--- src/verilog/bus_pkg.sv ---
package bus_pkg;

	localparam int ADDR_W = 8;
	localparam int DATA_W = 16;
	localparam int REGION_W = 2;
	localparam int OFFSET_W = ADDR_W - REGION_W;

	localparam int NUM_MASTERS = 2;
	localparam int NUM_SLAVES = 3;

	// master port fifo, also the credits a master owns out of reset
	localparam int PORT_DEPTH = 2;
	localparam int PTR_W = $clog2(PORT_DEPTH);
	localparam int CNT_W = $clog2(PORT_DEPTH + 1);

	// credits held per slave in the switch
	localparam int SLAVE_CREDITS = 2;
	localparam int CREDIT_W = $clog2(SLAVE_CREDITS + 1);

	localparam logic [REGION_W-1:0] REGION_UNMAPPED = 2'd3; // no slave behind it

	typedef struct packed {
		logic [REGION_W-1:0] region; // picks the slave
		logic [OFFSET_W-1:0] offset;
	} addr_fields_t;

	// slaves see a flat address, the decoder looks at the fields
	typedef union packed {
		logic [ADDR_W-1:0] addr;
		addr_fields_t fields;
	} bus_addr_u;

	typedef struct packed {
		logic write;
		bus_addr_u addr;
		logic [DATA_W-1:0] wdata;
	} bus_cmd_t;

	typedef struct packed {
		bus_cmd_t cmd;
		logic master_id; // which master sent it
	} slave_cmd_t;

endpackage

--- src/verilog/master_port.sv ---
module master_port (
	input  logic              sys_clk,
	input  logic              arst_n,
	input  bus_pkg::bus_cmd_t cmd,
	input  logic              cmd_valid,
	output logic              credit,
	output bus_pkg::bus_cmd_t head,
	output logic              head_valid,
	input  logic              pop
);

	bus_pkg::bus_cmd_t mem [bus_pkg::PORT_DEPTH];

	logic [bus_pkg::PTR_W-1:0] wr_ptr;
	logic [bus_pkg::PTR_W-1:0] rd_ptr;
	logic [bus_pkg::CNT_W-1:0] count;
	logic full;
	logic empty;

	assign full = (count == bus_pkg::CNT_W'(bus_pkg::PORT_DEPTH));
	assign empty = (count == '0);

	assign head = mem[rd_ptr];
	assign head_valid = !empty;

	// fifo storage
	always_ff @(posedge sys_clk) begin
		if (cmd_valid) begin
			mem[wr_ptr] <= cmd;
		end
	end

	always_ff @(posedge sys_clk or negedge arst_n) begin
		if (!arst_n) begin
			wr_ptr <= '0;
			rd_ptr <= '0;
		end else begin
			if (cmd_valid) begin
				wr_ptr <= wr_ptr + 1'b1; // wraps at depth 2
			end
			if (pop) begin
				rd_ptr <= rd_ptr + 1'b1;
			end
		end
	end

	// occupancy
	always_ff @(posedge sys_clk or negedge arst_n) begin
		if (!arst_n) begin
			count <= '0;
		end else begin
			case ({cmd_valid, pop})
				2'b10: count <= count + 1'b1;
				2'b01: count <= count - 1'b1;
				default: count <= count;
			endcase
		end
	end

	// credit goes back one cycle after the head leaves
	always_ff @(posedge sys_clk or negedge arst_n) begin
		if (!arst_n) begin
			credit <= 1'b0;
		end else begin
			credit <= pop;
		end
	end

	// master spent a credit it did not have
	a_no_overflow: assert property (@(posedge sys_clk) disable iff (!arst_n)
		cmd_valid |-> !full)
		else $error("master_port: command received while fifo full");

	// switch took a head that was not there
	a_no_underflow: assert property (@(posedge sys_clk) disable iff (!arst_n)
		pop |-> !empty)
		else $error("master_port: pop while fifo empty");

endmodule

--- src/verilog/interconnect_switch.sv ---
module interconnect_switch (
	input  logic                                          sys_clk,
	input  logic                                          arst_n,
	input  bus_pkg::bus_cmd_t [bus_pkg::NUM_MASTERS-1:0]  head,
	input  logic [bus_pkg::NUM_MASTERS-1:0]               head_valid,
	output logic [bus_pkg::NUM_MASTERS-1:0]               pop,
	output bus_pkg::slave_cmd_t [bus_pkg::NUM_SLAVES-1:0] s_cmd,
	output logic [bus_pkg::NUM_SLAVES-1:0]                s_cmd_valid,
	input  logic [bus_pkg::NUM_SLAVES-1:0]                s_credit,
	output logic [bus_pkg::NUM_MASTERS-1:0]               unmapped
);

	logic [bus_pkg::CREDIT_W-1:0] credit_cnt [bus_pkg::NUM_SLAVES];
	logic [bus_pkg::NUM_SLAVES-1:0] has_credit;

	logic [bus_pkg::NUM_MASTERS-1:0][bus_pkg::NUM_SLAVES-1:0] target; // one-hot or zero
	logic [bus_pkg::NUM_MASTERS-1:0] mapped;
	logic [bus_pkg::NUM_MASTERS-1:0] eligible;

	logic last_winner;
	logic win_id;
	bus_pkg::bus_cmd_t win_cmd;
	logic [bus_pkg::NUM_SLAVES-1:0] send;

	// region decode per head
	always_comb begin
		for (int i = 0; i < bus_pkg::NUM_MASTERS; i++) begin
			mapped[i] = (head[i].addr.fields.region != bus_pkg::REGION_UNMAPPED);
			target[i] = '0;
			for (int j = 0; j < bus_pkg::NUM_SLAVES; j++) begin
				if (head[i].addr.fields.region == bus_pkg::REGION_W'(j)) begin
					target[i][j] = 1'b1;
				end
			end
		end
	end

	always_comb begin
		for (int j = 0; j < bus_pkg::NUM_SLAVES; j++) begin
			has_credit[j] = (credit_cnt[j] != '0);
		end
	end

	// unmapped heads never wait on a slave
	always_comb begin
		for (int i = 0; i < bus_pkg::NUM_MASTERS; i++) begin
			eligible[i] = head_valid[i] && (!mapped[i] || |(target[i] & has_credit));
		end
	end

	// loser of the last grant goes first
	always_comb begin
		pop = '0;
		if (eligible[~last_winner]) begin
			pop[~last_winner] = 1'b1;
		end else if (eligible[last_winner]) begin
			pop[last_winner] = 1'b1;
		end
	end

	assign win_id = pop[1];
	assign win_cmd = head[win_id];
	assign send = (|pop) ? target[win_id] : '0;

	always_ff @(posedge sys_clk or negedge arst_n) begin
		if (!arst_n) begin
			s_cmd_valid <= '0;
			unmapped <= '0;
			last_winner <= 1'b1; // master 0 first out of reset
		end else begin
			s_cmd_valid <= send;
			unmapped <= pop & ~mapped;
			if (|pop) begin
				last_winner <= win_id;
			end
		end
	end

	// payload tagged with the source master
	always_ff @(posedge sys_clk) begin
		for (int j = 0; j < bus_pkg::NUM_SLAVES; j++) begin
			if (send[j]) begin
				s_cmd[j].cmd <= win_cmd;
				s_cmd[j].master_id <= win_id;
			end
		end
	end

	// send and return may land together
	always_ff @(posedge sys_clk or negedge arst_n) begin
		if (!arst_n) begin
			for (int j = 0; j < bus_pkg::NUM_SLAVES; j++) begin
				credit_cnt[j] <= bus_pkg::CREDIT_W'(bus_pkg::SLAVE_CREDITS);
			end
		end else begin
			for (int j = 0; j < bus_pkg::NUM_SLAVES; j++) begin
				case ({s_credit[j], send[j]})
					2'b10: credit_cnt[j] <= credit_cnt[j] + 1'b1;
					2'b01: credit_cnt[j] <= credit_cnt[j] - 1'b1;
					default: credit_cnt[j] <= credit_cnt[j];
				endcase
			end
		end
	end

	// a slave handing back more than it was given
	for (genvar j = 0; j < bus_pkg::NUM_SLAVES; j++) begin : g_credit_chk
		a_credit_max: assert property (@(posedge sys_clk) disable iff (!arst_n)
			credit_cnt[j] <= bus_pkg::CREDIT_W'(bus_pkg::SLAVE_CREDITS))
			else $error("switch: slave %0d credit count above limit", j);
	end

endmodule

--- src/verilog/bus_interconnect.sv ---
module bus_interconnect (
	input  logic                                          sys_clk,
	input  logic                                          arst_n,
	input  bus_pkg::bus_cmd_t [bus_pkg::NUM_MASTERS-1:0]  m_cmd,
	input  logic [bus_pkg::NUM_MASTERS-1:0]               m_cmd_valid,
	output logic [bus_pkg::NUM_MASTERS-1:0]               m_credit,
	output logic [bus_pkg::NUM_MASTERS-1:0]               m_unmapped,
	output bus_pkg::slave_cmd_t [bus_pkg::NUM_SLAVES-1:0] s_cmd,
	output logic [bus_pkg::NUM_SLAVES-1:0]                s_cmd_valid,
	input  logic [bus_pkg::NUM_SLAVES-1:0]                s_credit
);

	// port heads toward the switch
	bus_pkg::bus_cmd_t [bus_pkg::NUM_MASTERS-1:0] head;
	logic [bus_pkg::NUM_MASTERS-1:0] head_valid;
	logic [bus_pkg::NUM_MASTERS-1:0] pop;

	master_port master_port_0 (
		.sys_clk    (sys_clk),
		.arst_n     (arst_n),
		.cmd        (m_cmd[0]),
		.cmd_valid  (m_cmd_valid[0]),
		.credit     (m_credit[0]),
		.head       (head[0]),
		.head_valid (head_valid[0]),
		.pop        (pop[0])
	);

	master_port master_port_1 (
		.sys_clk    (sys_clk),
		.arst_n     (arst_n),
		.cmd        (m_cmd[1]),
		.cmd_valid  (m_cmd_valid[1]),
		.credit     (m_credit[1]),
		.head       (head[1]),
		.head_valid (head_valid[1]),
		.pop        (pop[1])
	);

	interconnect_switch interconnect_switch_inst (
		.sys_clk     (sys_clk),
		.arst_n      (arst_n),
		.head        (head),
		.head_valid  (head_valid),
		.pop         (pop),
		.s_cmd       (s_cmd),
		.s_cmd_valid (s_cmd_valid),
		.s_credit    (s_credit),
		.unmapped    (m_unmapped)  // region 3 flag back to the master
	);

endmodule

--- config.mk ---
export PLATFORM = sky130hd
export DESIGN_NAME = bus_interconnect
export DESIGN_NICKNAME = d
export VERILOG_FILES = /design/src/verilog/bus_pkg.sv /design/src/verilog/master_port.sv /design/src/verilog/interconnect_switch.sv /design/src/verilog/bus_interconnect.sv
export SDC_FILE = /design/constraint.sdc
export NUM_CORES = 1
export LEC_CHECK = 0
export BUFFER_PORTS_ARGS = -buffer_cell sky130_fd_sc_hd__buf_2
export CORE_ASPECT_RATIO = 0.75
export CORE_MARGIN = 1
export CORE_UTILIZATION = 30
export DETAILED_ROUTE_END_ITERATION = 16
export SYNTH_ARGS = -nofsm -noshare
export SYNTH_HDL_FRONTEND = slang
export SYNTH_SLANG_ARGS = --single-unit
--- constraint.sdc ---
create_clock -name sys_clk -period 4.3 [get_ports sys_clk]
set_input_delay 0 -clock sys_clk [delete_from_list [all_inputs] [get_ports sys_clk]]
set_output_delay 0 -clock sys_clk [all_outputs]
set_load 0.02 [all_outputs]
---- After elaboration in Yosys (flattened, before gate mapping) ----
Memories as Yosys holds them, arrays and structs flattened.
Index checks and enable logic that the tools add are counted.
operators by class
  $add $sub $neg .......................... 14
  order comparisons ....................... 5
  equality and inequality tests ........... 16
  multiplexer cells ....................... 30
  bitwise logic cells ..................... 5
  reduce and logical (&&, ||, !) cells .... 25
operator list
  kind                   number
  $mux W25               2
  $pmux W2 S2            5
  $mux W1                16
  $reduce_bool A2 Y1     8
  $eq A2 B1 Y1 const B   7
  $eq A2 B2 Y1 const B   7
  $add A2 B1 Y2 const B  5
  $sub A2 B1 Y2 const B  5
  $mux W3                3
  $logic_not A2 Y1       4
  $and A3 B3 Y3          2
  $lt A1 B2 Y1 const B   3
  $reduce_or A3 Y1       2
  $add A1 B1 Y1 const B  4
  $logic_and A1 B1 Y1    4
  $logic_not A1 Y1       4
  $mux W2                2
  $ne A2 B2 Y1 const B   2
  $and A2 B2 Y2          1
  $demux W1 S1           2
  $ge A1 B1 Y1 const B   2
  $logic_or A1 B1 Y1     2
  $not A2 Y2             1
  $reduce_or A2 Y1       1
  $not A1 Y1             1
word-level totals
  register bits ........................... 100
  memory bits (writable) .................. 100
  bits of input ports ..................... 57
  output and inout bits ................... 85
  word-level logic and storage cells ...... 123
  memories kept ........................... 2
memories
  memory             depth  bits a word  read ports  clocked after memory_dff  write ports  RTL line           text
  master_port_0.mem  2      25           1           0                         1            master_port.sv:12  bus_pkg::bus_cmd_t mem [bus_pkg::PORT_DEPTH];
  master_port_1.mem  2      25           1           0                         1            master_port.sv:12

---- Depth between registers and ports, before layout ----
An unclocked memory read counts as a cell.
  depth in word-level cells ............... 16
  mapped depth ............................ 11
  gate-level depth less buffers ........... 9

---- Hierarchy ----
A second synthesis with hierarchy kept.
unflattened totals
  cells, all modules ...................... 350
  area total of the unflattened synthesis .. 7602.3 sq um
modules (own cells, without submodules)
  module               instances  cells an instance  area each (sq um)  sequential area each (sq um)
  master_port          2          94                 2110.8             1626.6
  interconnect_switch  1          162                3380.7             2647.5

---- Least setup slack after synthesis ----
No wires, ideal clock.
  path kind ............................... register -> register
  from .................................... register master_port_1.rd_ptr
  to ...................................... register interconnect_switch_inst.credit_cnt[1] in the netlist's numbering
  library setup time ...................... 0.075 ns
  arrival time ............................ 4.228 ns
  data required time ...................... 4.225 ns
  setup slack ............................. -0.003 ns
  stages on the path, launching flop included .. 9
  buffers on the path ..................... 1
  period minus slack after synthesis ...... 4.303 ns
  cell sequence ........................... dfrtp_1 buf_6 mux2_1 o221ai_2 o22ai_1 o32ai_1 ha_1 nor2_1 xor2_1
on the way
  cells in the longest elaborated chain, start to end .. 16
  elaborated cells between the ends (all ways) .. 27
  classes of those cells .................. eq/ne: 5; mux: 13; bitwise: 1; reduce/logical: 7; memory: 1
RTL lines
  element                                                   RTL line                    text
  from (decl)                                               master_port.sv:15           logic [bus_pkg::PTR_W-1:0] rd_ptr;
  from (signal assigned)                                    master_port.sv:42           rd_ptr <= rd_ptr + 1'b1;
  $mem_v2 Z2 W25 (*)                                        n/a
  $eq A2 B1 Y1 (tied with other cells)                      interconnect_switch.sv:31   if (head[i].addr.fields.region == bus_pkg::REGION_W'(j)) begin
  $mux W1                                                   interconnect_switch.sv:31
  $and A3 B3 Y3                                             interconnect_switch.sv:47   eligible[i] = head_valid[i] && (!mapped[i] || |(target[i] & has_credit));
  $reduce_or A3 Y1                                          interconnect_switch.sv:47
  $logic_or A1 B1 Y1                                        interconnect_switch.sv:47
  $logic_and A1 B1 Y1                                       interconnect_switch.sv:47
  $mux W1 (implied by the code) (2 in series)               interconnect_switch.sv:56   end else if (eligible[last_winner]) begin
  $mux W2                                                   interconnect_switch.sv:56
  $mux W2                                                   interconnect_switch.sv:54   if (eligible[~last_winner]) begin
  $mux W3 (implied by the code) (2 in series)               interconnect_switch.sv:63   assign send = (|pop) ? target[win_id] : '0;
  $mux W3 (*)                                               interconnect_switch.sv:63
  named net interconnect_switch_inst.send (one bit)         interconnect_switch.sv:23   logic [bus_pkg::NUM_SLAVES-1:0] send;
  $eq A2 B1 Y1 / $eq A2 B2 Y1 (equally long branches)       interconnect_switch.sv:97   case ({s_credit[j], send[j]})
  $pmux W2 S2 / $reduce_bool A2 Y1 (equally long branches)  n/a
  to (signal, indexed assignment)                           interconnect_switch.sv:98   2'b10: credit_cnt[j] <= credit_cnt[j] + 1'b1;
  to (signal, indexed assignment)                           interconnect_switch.sv:99   2'b01: credit_cnt[j] <= credit_cnt[j] - 1'b1;
  to (signal, indexed assignment)                           interconnect_switch.sv:100  default: credit_cnt[j] <= credit_cnt[j];
  to (decl)                                                 interconnect_switch.sv:13   logic [bus_pkg::CREDIT_W-1:0] credit_cnt [bus_pkg::NUM_SLAVES];
Mark *: on every way through the listed nets, which the timed path passes. The rest lies on a longest branch. The select of a mux whose other input is x is not followed.
A chain may end at the register's enable or synchronous reset.

---- Final worst setup path ----
  from .................................... register master_port_1.rd_ptr
  to ...................................... register interconnect_switch_inst.credit_cnt[3] in the netlist's numbering
Same word-level chain as after synthesis.

==> out/results.tsv <==
stage	metric	value	unit
floorplan	die_w	182	um
route	drcViolationCount	0	
outcome	status	complete, no violations	
pwr	p_sw	2.87	mW
global_routing	grt-ovfl-total	0	
timing	setup_violations	0	
route	vias	3768	
synthesis	synthesis.nets	415	
route	routedWlPerCell	16.6	um
pwr	switching_share	36.2	%
route	first_pass_iters	6	
synthesis	syn_avg_cell_area	20.6	um^2
synthesis	yosysUniqueCellTypes	30	
cells_and_area	areaGrowthSynthToFinish	30.8	%
floorplan	start_util	31.1	%
timing	skew	12.4	ps
route	viasPerCell	4.29	
floorplan	die_y	137	um
pwr	p_total	7.94	mW
clock_tree	clk_path_buf_depth	2	
placed_design	dp_hpwl	9910	um
timing	max_freq	323	MHz
pwr	irDropWorstVdd	313	uV
pwr	clkPwrFrac	19.9	%
synthesis	syn-cell-area	0.00729	mm^2
route	drtAntennaViolNets	0	
synthesis	yosysMostFrequentCell	edfxtp_1	
cells_and_area	drive_gt1_share	34.0	%
synthesis	synth-edff-count	178	
synthesis	ys_warn_count	0	
synthesis	yosysTopAreaCell	edfxtp_1	
timing	period_share	71.9	%
global_routing	grt_pass1_wl	22200	um
placed_design	io_buffers	141	
timing	drv_slew	0	
synthesis	synthTopCellsByCount	edfxtp_1 (178), mux2i_1 (75), dfrtp_1 (18), nor2_1 (11), xnor2_1 (11)	
synthesis	async_flop_share	11.0	%
clock_tree	cts_hold_buf	56	
floorplan	die-area	0.0249	mm^2
floorplan	rows	48	
worst_setup_path	worstPathRequired	4650	ps
synthesis	ys_seq_area_share	81.0	%
placed_design	place_congestion	0.768	
placed_design	post-place-ws	1220	ps
pwr	seqPwrFrac	43.9	%
timing	hold_viol	0	
pwr	power_density	834	mW/mm^2
synthesis	synthDominantCellAreaShare	73.4	%
pwr	pwr-share-comb	36.2	%
worst_setup_path	worst_setup_path_end_kind	flip-flop	
global_routing	grt_antenna_before_repair	0	
timing	rsz0062_at_grt	false	
clock_tree	cts-root-buf	clkbuf_16	
global_routing	grtUsageTotal	12.2	%
clock_tree	numCtsBuffers	17	
route	drtIter0Drc	149	
worst_setup_path	arrival	3440	ps
clock_tree	h-tree-depth	4	
pwr	p_int	5.07	mW
flow_run	maxCapViolations	0	
synthesis	yosys_register_bits	200	
clock_tree	cts_resized	0	
floorplan	pin_count	142	
cells_and_area	diodes	0	
global_routing	grt_pass1_vias	3907	
worst_setup_path	critPathMaxFanout	15	
timing	whs	78.1	ps
route	wirelength	14600	um
timing	tightest_slew	881	ps
timing	relSlewSlack	41.2	%
timing	fin_ws	1210	ps
clock_tree	path_clk_slew	70	ps
synthesis	synthTopCellsByArea	edfxtp_1 (73%), mux2i_1 (10%), dfrtp_1 (6.2%)	
timing	fin_tns_setup	0	ps
clock_tree	post_cts_buffers	0	
clock_tree	cts_sinks	200	
hold_path	min_path_type	primary input to async pin	
pwr	p_leak	3.74	nW
clock_tree	worstSkewPairLatency	430	ps
synthesis	synth_ff_type	edfxtp_1	
cells_and_area	nets	628	
synthesis	syn_inst	353	
worst_setup_path	worstSetupPathType	flip-flop to flip-flop	
clock_tree	cts_tree	built	
timing	layout_min_cycle_time	3090	ps
global_routing	grt_max_degree	28	
floorplan	core_area	0.0234	mm^2
worst_setup_path	start_kind	flip-flop	
==> layer usage <==
layer  track usage, %  share of wire (%)  vias up
met5                0                  0        -
li1                 -                  -     1777
met3             3.51                5.3        7
met4             3.78               0.87        0
met2             20.0                 48      109
met1             15.8                 46     1875
==> flip-flops by register name, summed over array words and instances, names as in the netlist <==
signal,count
interconnect_switch_inst.credit_cnt,6
master_port_0.mem,50
master_port_1.credit,1
master_port_0.wr_ptr,1
master_port_1.count,2
master_port_1.rd_ptr,1
interconnect_switch_inst.s_cmd,78
master_port_1.wr_ptr,1
interconnect_switch_inst.unmapped,2
master_port_1.mem,50
master_port_0.count,2
master_port_0.credit,1
interconnect_switch_inst.last_winner,1
interconnect_switch_inst.s_cmd_valid,3
master_port_0.rd_ptr,1
==> worst max-delay path, stage by stage (launching register included) <==
cell,delay (ps)
dfrtp_2,700
mux2i_4,420
mux2i_1,260
o221ai_2,160
o22ai_1,670
o22ai_4,160
ha_1,340
nor2_1,150
xor2_1,170
==> power groups by stage <==
stage	clock network, mW	registers [mW]	logic, mW
finish	1.58	3.49	2.87
CTS	1.62	3.50	2.93
global route	1.70	3.57	3.11
detailed placement	0	3.54	2.88
global placement	0	3.52	2.84
floorplan	0	4.01	1.50
==> metrics by stage <==
step | instances | utilization [%] | area [um^2]
after floorplan | 353 | - | 7290
after global placement | 791 | 35.8 | 8380
after detailed placement | 791 | 35.8 | 8380
after CTS | 879 | 40.7 | 9530
after global routing | 879 | 40.7 | 9530
final | 879 | 40.7 | 9530
==> cell type report <==
type | count | area, um^2
Clock inverter | 14 | 161
Sequential cell | 200 | 5900
Inverter | 7 | 26.3
Multi-Input combinational cell | 135 | 1310
Tap cell | 300 | 375
Fill cell | 2162 | 13900
Clock buffer | 18 | 429
Timing Repair Buffer | 205 | 1330
==> worst paths after layout <==
check                                  startpoint                                endpoint  slack [ps]  cells after the start
min in group sys_clk                    m_cmd[34]                 master_port_1.mem[0][9]         290                      2
max in group asynchronous                  arst_n                    master_port_0.rd_ptr        3830                      2
setup / recovery             master_port_1.rd_ptr  interconnect_switch_inst.credit_cnt[3]        1210                      8
hold reg to reg            master_port_1.count[1]                  master_port_1.count[1]         510                      1
hold / removal                             arst_n                    master_port_1.wr_ptr          80                      2
setup reg to reg             master_port_1.rd_ptr  interconnect_switch_inst.credit_cnt[3]        1210                      8
==> logic make-up after synthesis <==
| group | after synthesis | synth area share (%) |
|---|---|---|
| DFF | 200 | 81.0 |
| adders and majority gates | 5 | 0.859 |
| xor gates and xnor gates | 19 | 2.28 |
| AOI/OAI and AO/OA | 9 | 1.25 |
| and+or+nand+nor | 23 | 1.44 |
| muxes | 79 | 11.2 |
| buffers and inverters | 18 | 1.94 |
==> layout by cell type (no fill, tap or decap), drive strengths merged <==
| master | instances |
|---|---|
| mux2i | 77 |
| nand3 | 2 |
| a21oi | 1 |
| clkinv | 5 |
| nand2b | 1 |
| nor3 | 2 |
| bufinv | 2 |
| and2 | 2 |
| o21bai | 1 |
| o21ba | 1 |
| clkbuf | 18 |
| xor2 | 8 |
| inv | 14 |
| xnor2 | 11 |
| nand3b | 1 |
| mux2 | 2 |
| o221ai | 2 |
| ha | 5 |
| o22ai | 3 |
| edfxtp | 178 |
| dfstp | 4 |
| dlygate4sd3 | 56 |
| dfrtp | 18 |
| nor2 | 11 |
| buf | 149 |
| or3 | 1 |
| nand2 | 3 |
| o32ai | 1 |
Note: power is estimated with default switching activity, not from simulation.
